## src/include/tag_lookup_params.svh

```systemverilog
//*********************************************************************
// Tag lookup engine parameters: widths, depths, salts, host address
// map and lookup status codes
//*********************************************************************
`ifndef TAG_LOOKUP_PARAMS_SVH
`define TAG_LOOKUP_PARAMS_SVH

`define NUM_PU        4
`define TAG_KEY_W     16
`define BUCKET_AW     6        // 64 buckets per bank
`define VALUE_AW      7        // 128 values
`define TAG_VALUE_W   32
`define WB_AW         9
`define WB_DW         32

`define TAG_SALT0     16'h5a3c
`define TAG_SALT1     16'hc3a5

// Host address map
`define BANK0_BASE    9'h000
`define BANK1_BASE    9'h040
`define VALUE_BASE    9'h080
`define HIT_CNT_ADDR  9'h100
`define MISS_CNT_ADDR 9'h101

`define ST_MISS       2'd0
`define ST_HIT0       2'd1
`define ST_HIT1       2'd2
`define ST_DUAL       2'd3

`endif
```

## src/hw/tag_lookup_pkg.sv

```systemverilog
//*********************************************************************
// Tag lookup types: key, index and value vectors, pipeline structs
// and the host port state machine encoding
//*********************************************************************
`default_nettype none

`include "tag_lookup_params.svh"

package tag_lookup_pkg;

	typedef logic [`TAG_KEY_W-1:0]       tag_key_t;
	typedef logic [$clog2(`NUM_PU)-1:0]  pu_id_t;
	typedef logic [`BUCKET_AW-1:0]       bucket_idx_t;
	typedef logic [`VALUE_AW-1:0]        value_idx_t;
	typedef logic [`TAG_VALUE_W-1:0]     tag_value_t;
	typedef logic [1:0]                  lookup_status_t;

	// Host writes this as data bits 23..0
	typedef struct packed {
		logic       valid;
		tag_key_t   key;
		value_idx_t vidx;
	} bucket_entry_t;

	typedef struct packed {
		logic     valid;
		tag_key_t key;
		pu_id_t   pid;
	} tag_req_t;

	typedef struct packed {
		logic       valid;
		logic       hit;
		value_idx_t vidx;
		pu_id_t     pid;
	} bank_verdict_t;

	typedef struct packed {
		logic           valid;
		lookup_status_t status;
		tag_value_t     value;
		pu_id_t         pid;
	} lookup_result_t;

	typedef enum logic {IDLE, ACK} host_state_e;

endpackage

`default_nettype wire

```

## src/hw/tag_table_host.sv

```systemverilog
//*********************************************************************
// Wishbone classic slave for the table contents: writes banks and
// value memory, reads values and the statistics counters
//*********************************************************************
`timescale 1ns/1ns
`default_nettype none

`include "tag_lookup_params.svh"

module tag_table_host
	import tag_lookup_pkg::*;
(
	input  wire                clk,
	input  wire                rst_n,
	input  wire                wb_cyc,
	input  wire                wb_stb,
	input  wire                wb_we,
	input  wire [`WB_AW-1:0]   wb_adr,
	input  wire [`WB_DW-1:0]   wb_dat_w,
	output logic [`WB_DW-1:0]  wb_dat_r,
	output logic               wb_ack,
	output logic               bank0_wr,
	output logic               bank1_wr,
	output bucket_idx_t        bucket_idx,
	output bucket_entry_t      entry,
	output logic               val_wr_en,
	output value_idx_t         val_idx,
	output tag_value_t         val_wdata,
	output logic [1:0]         cnt_clr,
	input  wire tag_value_t    rd_value,
	input  wire [`WB_DW-1:0]   hit_cnt,
	input  wire [`WB_DW-1:0]   miss_cnt
);

	host_state_e       state;
	logic              is_bank0;
	logic              is_bank1;
	logic              is_value;
	logic              is_hit_cnt;
	logic              is_miss_cnt;
	logic              wr_cycle;
	logic [`WB_DW-1:0] rd_data;

	// Address decode
	assign is_bank0    = wb_adr < `BANK1_BASE;
	assign is_bank1    = (wb_adr >= `BANK1_BASE) && (wb_adr < `VALUE_BASE);
	assign is_value    = (wb_adr >= `VALUE_BASE) && (wb_adr < `HIT_CNT_ADDR);
	assign is_hit_cnt  = wb_adr == `HIT_CNT_ADDR;
	assign is_miss_cnt = wb_adr == `MISS_CNT_ADDR;

	// Writes commit on the acknowledge edge
	assign wr_cycle = (state == ACK) && wb_cyc && wb_stb && wb_we;
	assign wb_ack   = state == ACK;

	assign bank0_wr   = wr_cycle && is_bank0;
	assign bank1_wr   = wr_cycle && is_bank1;
	assign val_wr_en  = wr_cycle && is_value;
	assign cnt_clr    = {wr_cycle && is_miss_cnt, wr_cycle && is_hit_cnt};

	assign bucket_idx = wb_adr[`BUCKET_AW-1:0];
	assign entry      = bucket_entry_t'(wb_dat_w[$bits(bucket_entry_t)-1:0]);
	assign val_idx    = wb_adr[`VALUE_AW-1:0];
	assign val_wdata  = wb_dat_w;

	always_comb begin
		rd_data = '0;    // Bucket regions and holes read zero
		if (is_value)
			rd_data = rd_value;
		else if (is_hit_cnt)
			rd_data = hit_cnt;
		else if (is_miss_cnt)
			rd_data = miss_cnt;
	end

	always_ff @(posedge clk or negedge rst_n) begin
		if (!rst_n) begin
			state <= IDLE;
		end else begin
			case (state)
				IDLE:    if (wb_cyc && wb_stb) state <= ACK;
				ACK:     state <= IDLE;    // Master drops stb after ack
				default: state <= IDLE;
			endcase
		end
	end

	// Read data sampled with the strobe, presented during ack
	always_ff @(posedge clk) begin
		if (state == IDLE && wb_cyc && wb_stb)
			wb_dat_r <= rd_data;
	end

endmodule

`default_nettype wire

```

## config.mk

```make
export PLATFORM = sky130hd
export DESIGN_NAME = tag_table_host
export DESIGN_NICKNAME = d
export VERILOG_FILES = /design/src/hw/tag_lookup_pkg.sv /design/src/hw/tag_table_host.sv
export VERILOG_INCLUDE_DIRS = /design/src /design/src/include
export SDC_FILE = /design/constraint.sdc
export NUM_CORES = 1
export LEC_CHECK = 0
export BUFFER_PORTS_ARGS = -buffer_cell sky130_fd_sc_hd__buf_2
export CAP_MARGIN = 20
export CORE_MARGIN = 2
export CORE_UTILIZATION = 25
export CTS_BUF_LIST = sky130_fd_sc_hd__clkbuf_2
export DETAILED_ROUTE_END_ITERATION = 8
export PLACE_DENSITY_LB_ADDON = 0.25
export RECOVER_POWER = 50
export SLEW_MARGIN = 20
export SYNTH_ARGS = -nofsm -noshare
export SYNTH_HDL_FRONTEND = slang
export SYNTH_SLANG_ARGS = --single-unit
```

## constraint.sdc

```tcl
create_clock -name clk -period 2.99 [get_ports clk]
set_clock_uncertainty 0.15 [all_clocks]
set_input_delay 0.1495 -clock clk [delete_from_list [all_inputs] [get_ports clk]]
set_output_delay 0.1495 -clock clk [all_outputs]
set_load 0.01 [all_outputs]
```

---- After elaboration in Yosys (flattened, before gate mapping) ----
Cells that the tools add are included.
W data, S select, Z words.
word-level totals
  register bits ........................... 33
  bits of input ports ..................... 142
  output and inout port bits .............. 107
  word-level logic and storage cells ...... 28
operators by class
  $lt $le $gt $ge ......................... 5
  eq/ne operators ......................... 2
  muxes and demuxes ....................... 5
  bitwise operators ....................... 1
  reduce and logical (&&, ||, !) cells .... 13
operators with widths
  cell                  number
  $mux W32              3
  $eq A9 B9 Y1 const B  2
  $logic_and A1 B1 Y1   13
  $ge A9 B7 Y1 const B  1
  $ge A9 B8 Y1 const B  1
  $lt A9 B7 Y1 const B  1
  $lt A9 B8 Y1 const B  1
  $lt A9 B9 Y1 const B  1
  $pmux W1 S2           1
  $mux W1               1
  $not A1 Y1            1

---- Longest topological paths before layout ----
Gate-level depths: netlist (run 1).
  depth after elaboration ................. 4
  gate-level depth with buffers ........... 4
  gate-level depth less buffers ........... 2

---- Worst setup path before layout (run 1) ----
No wires, ideal clock.
  kind .................................... register to register
  start ................................... reg state, in the netlist wb_ack
  end ..................................... reg wb_dat_r[0], enable pin
  library setup time ...................... 421 ps
  arrival ................................. 1,811 ps
  required time ........................... 2,419 ps
  path slack .............................. 607 ps
  cell stages (with the launch flop) ...... 2
  period minus slack after synthesis ...... 2,383 ps
  path through ............................ dfrtp_1 -> nor2_1
between the ends
  word-level cells in the longest chain between the ends .. 3
ends and longest elaborated chain
  element                           RTL line              text
  from (decl)                       tag_table_host.sv:35  host_state_e state;
  from (signal assigned)            tag_table_host.sv:77  state <= IDLE;
  from (signal assigned)            tag_table_host.sv:80  IDLE: if (wb_cyc && wb_stb) state <= ACK;
  from (signal assigned)            tag_table_host.sv:81  ACK: state <= IDLE;
  $not A1 Y1                        --
  $logic_and A1 B1 Y1 (2 in a row)  tag_table_host.sv:89  if (state == IDLE && wb_cyc && wb_stb)
  to (signal assigned)              tag_table_host.sv:90  wb_dat_r <= rd_data;
  to (decl)                         tag_table_host.sv:20  output logic [`WB_DW-1:0] wb_dat_r,
No other way between the ends.
A chain may end at the register's enable or synchronous reset.

---- Worst setup path in the final report (run 1) ----
  start ................................... in wb_adr[1]
  end ..................................... out cnt_clr[1]
between the ends
  word-level cells in the longest chain between the ends .. 2
ends and longest elaborated chain
  element                 RTL line              text
  from (decl)             tag_table_host.sv:18  input wire [`WB_AW-1:0] wb_adr,
  $eq A9 B9 Y1 (no line)  --
  $logic_and A1 B1 Y1     tag_table_host.sv:58  assign cnt_clr = {wr_cycle && is_miss_cnt, wr_cycle && is_hit_cnt};
  to (decl)               tag_table_host.sv:29  output logic [1:0] cnt_clr,
No other way between the ends.

==> impl.org, run 1 <==
** Clock tree
- Number of buffers inserted by post-CTS setup repair :: 0
- The number of clock buffers added by TritonCTS is 5.
- Reg clk slew, reported paths :: 0.20 ns
- In this run the clock root is driven by a sky130_fd_sc_hd__clkbuf_2.
- Clock tree from TritonCTS :: done
- Latest clock arrival within the worst-skew pair :: 0.36 ns
- The clock passes through at most 2 buffers.
- Clock tree synthesis found a total of 33 sinks.
- Number of H-tree branching levels :: 2

** Layout
- For this run, the post-layout net count is 490.
- Most used cells in the layout excluding fill and tap cells :: 131 x sky130_fd_sc_hd__buf_2, 36 x sky130_fd_sc_hd__dlygate4sd3_1, 33 x sky130_fd_sc_hd__inv_1
- The finished cells cover 3390 um^2.
- Share of post-route cells with drive strength above 1 :: 50.4%
- Most common library cell in the layout ignoring fill and taps :: sky130_fd_sc_hd__buf_2
- Compared with the post-synthesis result, the final layout area differs by 27.8%.
- Antenna Diode Count :: 0

** Worst setup path
- For flop-to-flop paths, the worst setup slack is 1.22 ns.
- Of all nets on the critical path, the largest fanout is 15.
- Cell depth of the worst flop-to-flop path :: 1
- For the worst setup path, the data required time is 2.69 ns.
- Endpoint type of the worst setup path :: output port
- The critical path in this run is classified as in2out.
- Reg-to-reg critical path startpoint :: wb_ack
- The endpoint identified for the worst register-to-register timing path is wb_dat_r[23].
- The critical path starts at wb_adr[1].
- Startpoint type of the worst setup path :: input pin
- STA puts the critical path data arrival time at 1.77 ns.

** Die
- In this run the horizontal extent of the chip is 107 um.
- Boundary Pins :: 249
- From bottom edge to top edge, the die measures 107 um.
- The floorplan has 37 rows.
- For this configuration, the core starts out at a cell density of 25.7%.
- Die area :: 11400 um^2
- Placeable core region :: 10300 um^2

** Drt
- Vias per std cell :: 4.16
- Routed wire length :: 7810 um
- Residual DRC count :: 0
- The first routing iteration left 66 violations.
- The count of nets left with antenna violations once routing finished came out at 0.
- The first TritonRoute pass finished after 4 iterations.
- For this block, the via count after detailed routing is 2016.
- Drt wl/cell :: 16.1 um

** Logic synthesis
- Dividing the synthesized area by the synthesized cell count gives 11.7 um^2.
- The synthesized design contains 33 register bits.
- Counting every instance in the synthesized netlist gives 227.
- The top cell type by area accounts for 36.3% of the synthesized area.
- Cell variety after synth :: 20
- Top cells by area in the synthesized netlist :: sky130_fd_sc_hd__edfxtp_1 36%, sky130_fd_sc_hd__buf_4 20%, sky130_fd_sc_hd__o32ai_2 17%
- For this run, the number of Yosys warnings is 0.
- After synthesis, flip-flops and latches occupy 37.2% of the total area.
- Post-Synthesis Net Count :: 369
- Of all cell types, the one taking the most synthesized area is sky130_fd_sc_hd__edfxtp_1.
- In this run the cell area of the synthesized design comes to 2650 um^2.

** Job
- Max-cap violations in this run came to 0.

** Pwr
- Summed over all cells, the static leakage comes to 1.53 nW.
- Max rail drop VDD :: 120 uV
- Power density over the cells :: 302 nW/um^2

** STA
- Final hold analysis gives a worst-case slack of 0.0681 ns.
- Max Clock Freq :: 484 MHz
- Hold violation total from the final report :: 0
- Transition time at the pin with the least slew margin :: 1.02 ns
- Rel. slew slack :: 32.2%
- Min Clock Period, post-route :: 2.07 ns
- Setup repair after global routing missed its margin :: false
- Max-slew violation count :: 0
- Setup Viol. Count Final :: 0
- The final critical path takes up 69.1% of the cycle.
- Adding up every negative setup slack in the final design gives 0 ns.

** Global route
- The number of global-route vias before repair is 1989.
- The first global-routing pass estimated 10800 um of wire.
- Overflow after GRT :: 0
- Across every metal layer, demand over resource in global routing totals 12.6%.
- Pin count of the biggest net entering global routing :: 34
- Initial antenna violation count :: 0

** Hold path
- Hold Path Class :: in2reg
- The path with the worst hold slack has its endpoint at wb_dat_r[11].
- Hold depth :: 3
- Worst min-delay path startpoint :: miss_cnt[11]

** Place
- Final GP Congestion :: 0.686
- Area after DPL :: 3020 um^2
- Half-perimeter wire length after detailed placement :: 5850 um
- Number of input and output port buffers inserted :: 160

** Run status
- The run finished with clean final reports.
timing repair:
| action | CTS | global route |
|---|---|---|
| gates resized for setup | 0 | 0 |
| hold buffers | 36 | 0 |
| hold endpoints to repair | 34 | 0 |
flip-flops by register name, summed over array words and instances, names as in the netlist:
register	cells
wb_ack	1
wb_dat_r	32
synth_stat cells:
cell type                  count
sky130_fd_sc_hd__inv_1        33
sky130_fd_sc_hd__dfrtp_1       1
sky130_fd_sc_hd__mux2i_1      32
sky130_fd_sc_hd__nor4_2        1
sky130_fd_sc_hd__or4b_1        1
sky130_fd_sc_hd__nor2_1        3
sky130_fd_sc_hd__clkbuf_1      1
sky130_fd_sc_hd__or4_1         1
sky130_fd_sc_hd__buf_6         6
sky130_fd_sc_hd__nor4b_1       1
sky130_fd_sc_hd__nand2b_1      1
sky130_fd_sc_hd__o32ai_1       4
sky130_fd_sc_hd__nor4_4        1
sky130_fd_sc_hd__nand2_1       1
sky130_fd_sc_hd__buf_4        69
sky130_fd_sc_hd__nor4_1        1
sky130_fd_sc_hd__nand4_1       1
sky130_fd_sc_hd__buf_2         9
sky130_fd_sc_hd__edfxtp_1     32
sky130_fd_sc_hd__o32ai_2      28
worst max path at each step:
stage / depth (start not counted) / end / slack [ns]
floorplan: 1 / wb_dat_r[0] / 0.61
global placement: 4 / wb_dat_r[31] / 0.76
detailed placement: 4 / wb_dat_r[2] / 0.73
CTS: 4 / cnt_clr[0] / 0.91
global route: 4 / cnt_clr[1] / 0.82
finish: 4 / cnt_clr[1] / 0.92
stage by stage:
stage | setup WS, ns | instances | power [mW] | utilization [%]
after global routing | 0.825 | 485 | 1.08 | 32.8
after global placement | 0.764 | 441 | 0.779 | 29.2
final | 0.923 | 485 | 1.02 | 32.8
after CTS | 0.910 | 485 | 1.05 | 33.1
after floorplan | 0.607 | 227 | 0.753 | -
after detailed placement | 0.728 | 441 | 0.783 | 29.2
where the power goes:
part	internal [mW]	total, mW	switching (mW)	leakage (nW)
Clock	0.0548	0.223	0.168	0.0287
Combinational	0.139	0.269	0.130	1.18
Sequential	0.527	0.532	0.00531	0.327
Total	0.720	1.02	0.303	1.53
final cells by class:
cell class              instances  area (um^2)
well taps                     136          170
flip-flops and latches         33          986
repair buffers                199         1150
multi-input cells              76          916
fillers                      1086         6940
clock inverters                 3         17.5
clock buffers                   5         25.0
inverters                      33          124
logic make-up (layout without fill, tap and decap cells):
kind of cell,after synthesis,after routing,synth area share (%)
buf+inv,118,240,28.6
flops,33,33,37.2
compound gates,32,32,18.5
mux,32,32,12.1
simple gates,12,12,3.54
layer usage:
metal  up-vias  GRT usage (%)  wire, um
li1        980              -         -
met1       888           14.6      3240
met2       117           21.3      3610
met3        31           3.71       725
met4         0           6.12       236
met5         -              0         0
critical path, cell delays in order:
cell and delay [ns]:
sky130_fd_sc_hd__buf_2 0.11, sky130_fd_sc_hd__or4b_2 0.98, sky130_fd_sc_hd__nor4_2 0.34, sky130_fd_sc_hd__buf_2 0.18
Power figures use the tool's default switching activity.
==> run 2, diff against run 1 <==
==> constraint.sdc (replaced) <==
create_clock -name clk -period 2 [get_ports clk]
set_clock_uncertainty 0.15 [all_clocks]
set_input_delay 0.1 -clock clk [delete_from_list [all_inputs] [get_ports clk]]
set_output_delay 0.1 -clock clk [all_outputs]
set_load 0.01 [all_outputs]
==> impl.org, run 2 (synthesis gave the netlist of run 1 again) <==
** Run status
- Outcome :: finished, final reports clean

** Job
- Max-cap viol count :: 0 (unchanged)

** Global route
- Met1 usage :: 13.3% (-1.3 points)
- Overflow after GRT :: 0 (unchanged)
- Pin count of the biggest net entering global routing :: 29 (-15%)
- Met2 demand-to-capacity share in global routing :: 24.8% (+3.5 points)
- The global-route wire length before repair came to 11500 um (+6.2%).
- The combined global-route utilization of all metal layers was 13.2% (+0.53 points).
- In this run the most used layer during global routing was met2.
- Number of global-route vias before repair :: 2217 (+11%)
- The initial antenna violation count is 0 (unchanged).
- The global-route met3 utilization came to 3.71% (unchanged).

** Clock tree
- The number of sinks driven by the clock tree was 33 (unchanged).
- TritonCTS built the clock tree.
- The clock-pin slew on the worst setup and hold paths came to 0.18 ns (-0.02 ns).
- Latest clock arrival within the worst-skew pair :: 0.35 ns (about the same)
- The number of H-tree branching levels came to 2 (unchanged).
- Maximum count of clock buffers along a single path :: 2 (unchanged)
- In this run the clock root is driven by a sky130_fd_sc_hd__clkbuf_2.
- Post-CTS sizing :: 0 (unchanged)
- The number of CTS-inserted buffers is 5 (unchanged).

** Place
- The routability congestion estimate is 0.698 (+1.7%).
- Half-perimeter wire length after detailed placement :: 5940 um (+1.5%)
- The quantity of I/O buffers inserted on ports came to 160 (unchanged).

** Drt
- The DRC violation total after the first TritonRoute iteration came to 85 (+29%).
- Number of vias after detailed routing :: 2077 (+3.0%)
- The number of remaining DRC errors is 0 (unchanged).
- Drt wl/cell :: 16.1 um (-0.11%)
- Routed wire length :: 7920 um (+1.3%)
- The remaining antenna violation count after routing was 0 (unchanged).
- The per-cell via count in the routed design is 4.22 (+1.6%).
- First drt pass iteration count :: 5 (+1)

** Worst setup path
- Traced cell by cell, the critical path runs through buf_2 > or4b_2 > buf_4 > nor4_4 > buf_2.
- Worst Path Arrival :: 1.52 ns (-0.25 ns)
- STA classifies the critical path endpoint as an output port.
- The setup path with the least slack is of type in2out.
- Largest fanout of any net on the critical path :: 6 (-9)
- The cell that appears most often on the critical path is sky130_fd_sc_hd__buf_2.
- Slowest cell on crit path :: sky130_fd_sc_hd__or4b_2
- Startpoint type of the worst setup path :: input pin
- Required time of the critical path :: 1.75 ns (-0.94 ns)
- Stage delay of the slowest cell on the critical path :: 0.69 ns (-0.29 ns)

** Layout
- Count of fill cells added during filler insertion :: 1068 (-1.7%)
- Storage element area :: 986 um^2 (unchanged)
- Area growth syn-to-layout :: 31.6%
- The proportion of layout cells with a drive suffix above 1 came to 51.1% (+0.69 points).
- Register with the highest flop count :: wb_dat_r
- The number of nets at the end of the flow is 497 (+1.4%).
- The flip-flop count of the largest register after layout came to 32 (unchanged).
- The utilization of the core after routing came to 33.8% (+0.96 points).
- The area taken by multi-input logic gates is 916 um^2 (unchanged).
- Most used cells in the layout excluding fill and tap cells :: 131 x sky130_fd_sc_hd__buf_2, 36 x sky130_fd_sc_hd__dlygate4sd3_1, 33 x sky130_fd_sc_hd__inv_1
- Antenna Diode Count :: 0 (unchanged)
- Most common library cell in the layout ignoring fill and taps :: sky130_fd_sc_hd__buf_2

** STA
- The final-layout worst hold slack is 0.0415 ns (-0.0266 ns).
- The setup TNS is 0 ns (unchanged).
- Setup Viol. Count Final :: 0 (unchanged)
- The worst max-slew margin expressed relative to the limit was 49.7% (+18 points).
- The number of pins with negative max-slew slack in the final report is 0 (unchanged).
- Setup repair after global routing missed its margin :: false
- Hold violation total from the final report :: 0 (unchanged)
- Min Clock Period, post-route :: 1.77 ns
- Transition time at the pin with the least slew margin :: 0.754 ns (-0.263 ns)
- Post-route fraction of the period consumed by the critical path :: 88.7%
- Derived from the worst setup path, the maximum achievable clock frequency is 564 MHz.

** Die
- Die Span Y :: 107 um (unchanged)
- The effective utilization at floorplan came to 25.7% (unchanged).
- The area enclosed by the die boundary was 11400 um^2 (unchanged).
- Placeable core region :: 10300 um^2 (unchanged)
- Row cnt :: 37 (unchanged)
- Boundary Pins :: 249 (unchanged)
- The die span in x was 107 um (unchanged).

** Pwr
- Power density over the cells :: 475 nW/um^2 (+57%)
- Leakage power total :: 1.59 nW (+3.5%)
- The worst supply voltage drop on vdd came to 218 uV (+81%).

** Hold path
- Hold Path Class :: in2reg
==> run 2: changes by cell type in the layout (fill, tap and decap cells not counted), sizes merged <==
cell	delta
buf	+7
bufinv	+1
clkbuf	+1
clkinv	-1
clkinvlp	-1
==> run 2: report_power, final <==
group | leakage (nW) | switching, mW | total, mW | internal, mW
registers | 0.327 | 0.00763 | 0.794 | 0.786
logic | 1.22 | 0.196 | 0.413 | 0.217
clock network | 0.0406 | 0.234 | 0.448 | 0.214
==> run 2: what timing repair did <==
action / in CTS / in global routing
hold buffers: 36 / 0
endpoints found under the setup margin: 0 / 4
buffers inserted: 0 / 2
hold endpoints to repair: 34 / 0
==> run 2: area by class of cell <==
class | instances | area share, %
Clock inverter | 2 | 0.969
Inverter | 33 | 3.55
Multi-Input combinational cell | 76 | 26.3
Timing Repair Buffer | 206 | 35.2
Clock buffer | 6 | 0.862
Tap cell | 136 | 4.88
Sequential cell | 33 | 28.3
==> run 2: critical path: cells and delay by family <==
family | cells | cell delay (ns)
simple gates | 2 | 0.93
buf+inv | 3 | 0.49
==> run 2: layer usage <==
metal | wire length [um] | vias to the layer above
li1 | - | 993
met1 | 2910 | 934
met2 | 4010 | 119
met3 | 746 | 31
met4 | 248 | 0
met5 | 0 | -
==> run 2: metrics by stage <==
stage,std cells,setup WS (ns),power (mW),instance area (um^2)
final,492,0.225,1.66,3480
after floorplan,227,0.141,1.13,2650
after global routing,492,0.0883,1.75,3480
after detailed placement,446,0.118,1.18,3080
after global placement,446,0.171,1.17,3080
after CTS,490,0.00144,1.70,3510
==> run 2: final timing paths <==
| check | from | endpoint | slack [ns] | depth (start not counted) |
|---|---|---|---|---|
| setup / recovery | wb_adr[1] | cnt_clr[0] | 0.23 | 5 |
| hold / removal | hit_cnt[26] | wb_dat_r[26] | 0.04 | 3 |
| setup reg to reg | wb_ack | wb_dat_r[7] | 0.65 | 2 |
| hold reg to reg | wb_ack | wb_ack | 0.38 | 1 |
| max in group asynchronous | rst_n | wb_ack | 1.21 | 3 |
| min in group asynchronous | rst_n | wb_ack | 0.39 | 3 |
==> run 3, diff against run 2 <==
--- a/config.mk
+++ b/config.mk
@@ -12,6 +12,7 @@
 export CORE_UTILIZATION = 25
 export CTS_BUF_LIST = sky130_fd_sc_hd__clkbuf_2
 export DETAILED_ROUTE_END_ITERATION = 8
+export MAX_ROUTING_LAYER = met4
 export PLACE_DENSITY_LB_ADDON = 0.25
 export RECOVER_POWER = 50
 export SLEW_MARGIN = 20
==> impl.org, run 3 (synthesis gave the netlist of run 1 again) <==
** Layout
- Share of post-route cells with drive strength above 1 :: 51.1% (unchanged)
- Counting flops per register, the top entry is wb_dat_r.
- Area of all placed cells without fillers :: 3490 um^2 (about the same)
- The flip-flop count of the largest register after layout came to 32 (unchanged).
- The utilization of the core after routing is 33.8% (about the same).
- Area growth syn-to-layout :: 31.6% (about the same)
- Most used cells in the layout excluding fill and tap cells :: 131 x sky130_fd_sc_hd__buf_2, 36 x sky130_fd_sc_hd__dlygate4sd3_1, 33 x sky130_fd_sc_hd__inv_1
- Post-layout instance count excluding filler cells :: 493 (+0.20%)
- Number of nets in the finished design :: 497 (unchanged)
- Most common library cell in the layout ignoring fill and taps :: sky130_fd_sc_hd__buf_2

** Drt
- Residual DRC count :: 0 (unchanged)
- Routed wire length :: 7910 um (about the same)
- First drt pass iteration count :: 5 (unchanged)
- Post-route ant nets :: 0 (unchanged)
- Number of vias after detailed routing :: 2080 (+0.14%)
- The average wire length per cell after detail routing was 16.0 um (-0.28%).
- The DRC violation total after the first TritonRoute iteration was 96 (+13%).
- Vias per std cell :: 4.22 (about the same)

** Worst setup path
- The critical path's largest stage delay came to 0.69 ns (about the same).
- Cells along the critical path :: buf_2 > or4b_2 > buf_4 > nor4_4 > buf_2
- Required time of the critical path :: 1.75 ns (about the same)
- The worst register-to-register path ends at wb_dat_r[22].
- Most numerous cell on the critical path :: sky130_fd_sc_hd__buf_2
- Endpoint type of the worst setup path :: output port
- Largest fanout of any net on the critical path :: 6 (unchanged)
- Cell depth of the worst flop-to-flop path :: 2 (unchanged)
- The critical path is of the in2out type.
- The startpoint identified for the worst register-to-register timing path is wb_ack.
- Startpoint type of the worst setup path :: input pin
- The endpoint arrival time on the critical path was 1.52 ns (about the same).
- The reg-to-reg setup timing slack came to 0.66 ns (about the same).
- The slowest stage of the critical path is the sky130_fd_sc_hd__or4b_2 cell.

** STA
- Min Clock Period, post-route :: 1.77 ns (-0.00000700 ns)
- Post-route fraction of the period consumed by the critical path :: 88.7% (about the same)
- The setup violation total in the final timing report is 0 (unchanged).
- Setup repair after global routing missed its margin :: false
- Post-route worst setup slack :: 0.225 ns (+0.00000700 ns)
- Total negative slack for setup checks :: 0 ns (unchanged)
- The final-layout worst hold slack is 0.0410 ns (-0.000491 ns).
- The number of pins with negative max-slew slack in the final report was 0 (unchanged).
- The worst max-slew margin expressed relative to the limit was 49.7% (about the same).
- Max Clock Freq :: 564 MHz (about the same)
- Hold violation total from the final report :: 0 (unchanged)
- The actual slew at the worst max-slew pin is 0.754 ns (-0.0000771 ns).

** Place
- Total instance count after detailed placement :: 446 (unchanged)
- Minimum setup slack after placement :: 0.118 ns (unchanged)
- Final GP Congestion :: 0.705 (+1.1%)
- The placed standard-cell area is 3080 um^2 (unchanged).
- The quantity of I/O buffers inserted on ports is 160 (unchanged).
- Half-perimeter wire length after detailed placement :: 5940 um (unchanged)

** Clock tree
- The latest clock arrival within the worst-skew pair came to 0.35 ns (about the same).
- The number of H-tree branching levels was 2 (unchanged).
- The clock-pin slew on the worst setup and hold paths was 0.18 ns (about the same).
- Clock sink count :: 33 (unchanged)
- Clock tree from TritonCTS :: done
- The number of CTS-inserted buffers was 5 (unchanged).
- CTS root buffer :: sky130_fd_sc_hd__clkbuf_2
- Post-CTS sizing :: 0 (unchanged)
- The buffer depth of the longest clock path is 2 (unchanged).

** Global route
- The initial antenna violation count came to 0 (unchanged).
- The maximum number of pins on one net before global-route repair is 29 (unchanged).
- Global routing usage summed across all routing layers :: 13.5% (+0.36 points)
- Overflow after GRT :: 0 (unchanged)
- The global-route wire length before repair is 11500 um (-0.12%).
- The number of global-route vias before repair was 2219 (+0.090%).

** Die
- The placeable core region came to 10300 um^2 (unchanged).
- The effective utilization at floorplan is 25.7% (unchanged).
- Horiz. Die Dim :: 107 um (unchanged)
- The row count is 37 (unchanged).
- The chip height came to 107 um (unchanged).
- Die area :: 11400 um^2 (unchanged)
- The number of ports placed on the die boundary is 249 (unchanged).

** Job
- The max-cap check violation count came to 0 (unchanged).

** Hold path
- For hold timing, the worst endpoint is wb_dat_r[26].
- The startpoint identified for the worst hold timing path is hit_cnt[26].
- Hold depth :: 3 (unchanged)
- The min-delay analysis places its worst path in the category in2reg.

** Run status
- Outcome :: finished, final reports clean

** Pwr
- The leakage power was 1.59 nW (about the same).
- The total power divided by cell area was 475 nW/um^2 (about the same).
- The worst supply voltage drop on vdd came to 219 uV (+0.28%).
- Total Power :: 1.66 mW (about the same)
## run 3: changes by cell type in the layout (fill, tap and decap cells not counted)
cell                      change
sky130_fd_sc_hd__diode_2      +1
## run 3: area by class of cell
cell class / instances / area, um^2
antenna: 1 / 2.50
clock buffer: 6 / 30.0
clock inverter: 2 / 33.8
fill: 1067 / 6840
inverter: 33 / 124
multi-input combinational: 76 / 916
sequential: 33 / 986
tap: 136 / 170
timing repair buffer: 206 / 1220
## run 3: critical path, delay by kind of cell
family                 cells  cell delay [ns]
buffers and inverters      3             0.49
and+or+nand+nor            2             0.93
## run 3: repair_timing
action                                  in CTS  in global routing
hold buffers                                36                  0
endpoints found under the hold margin       34                  0
setup buffers                                0                  2
endpoints found under the setup margin       0                  4
## run 3: where the power goes
part           total [mW]  internal (mW)  leakage, nW  switching (mW)
Clock               0.448          0.214       0.0406           0.234
Sequential          0.794          0.786        0.327         0.00763
Combinational       0.413          0.217         1.22           0.196
Total                1.66           1.22         1.59           0.438
## run 3: worst max-delay path by stage
| stage | endpoint | depth (start not counted) | from |
|---|---|---|---|
| CTS | bank1_wr | 3 | wb_ack |
| global route | cnt_clr[1] | 4 | wb_ack |
| detailed placement | wb_dat_r[1] | 4 | wb_adr[1] |
| finish | cnt_clr[0] | 5 | wb_adr[1] |
| floorplan | wb_dat_r[0] | 1 | wb_ack |
| global placement | wb_dat_r[0] | 4 | wb_adr[1] |
## run 3: routing by layer
layer	track usage, %	share of wire (%)	vias up
met5	-	0	-
met4	5.94	2.9	0
met3	3.59	8.8	29
met2	25.0	51	121
met1	13.3	37	936
li1	-	-	994
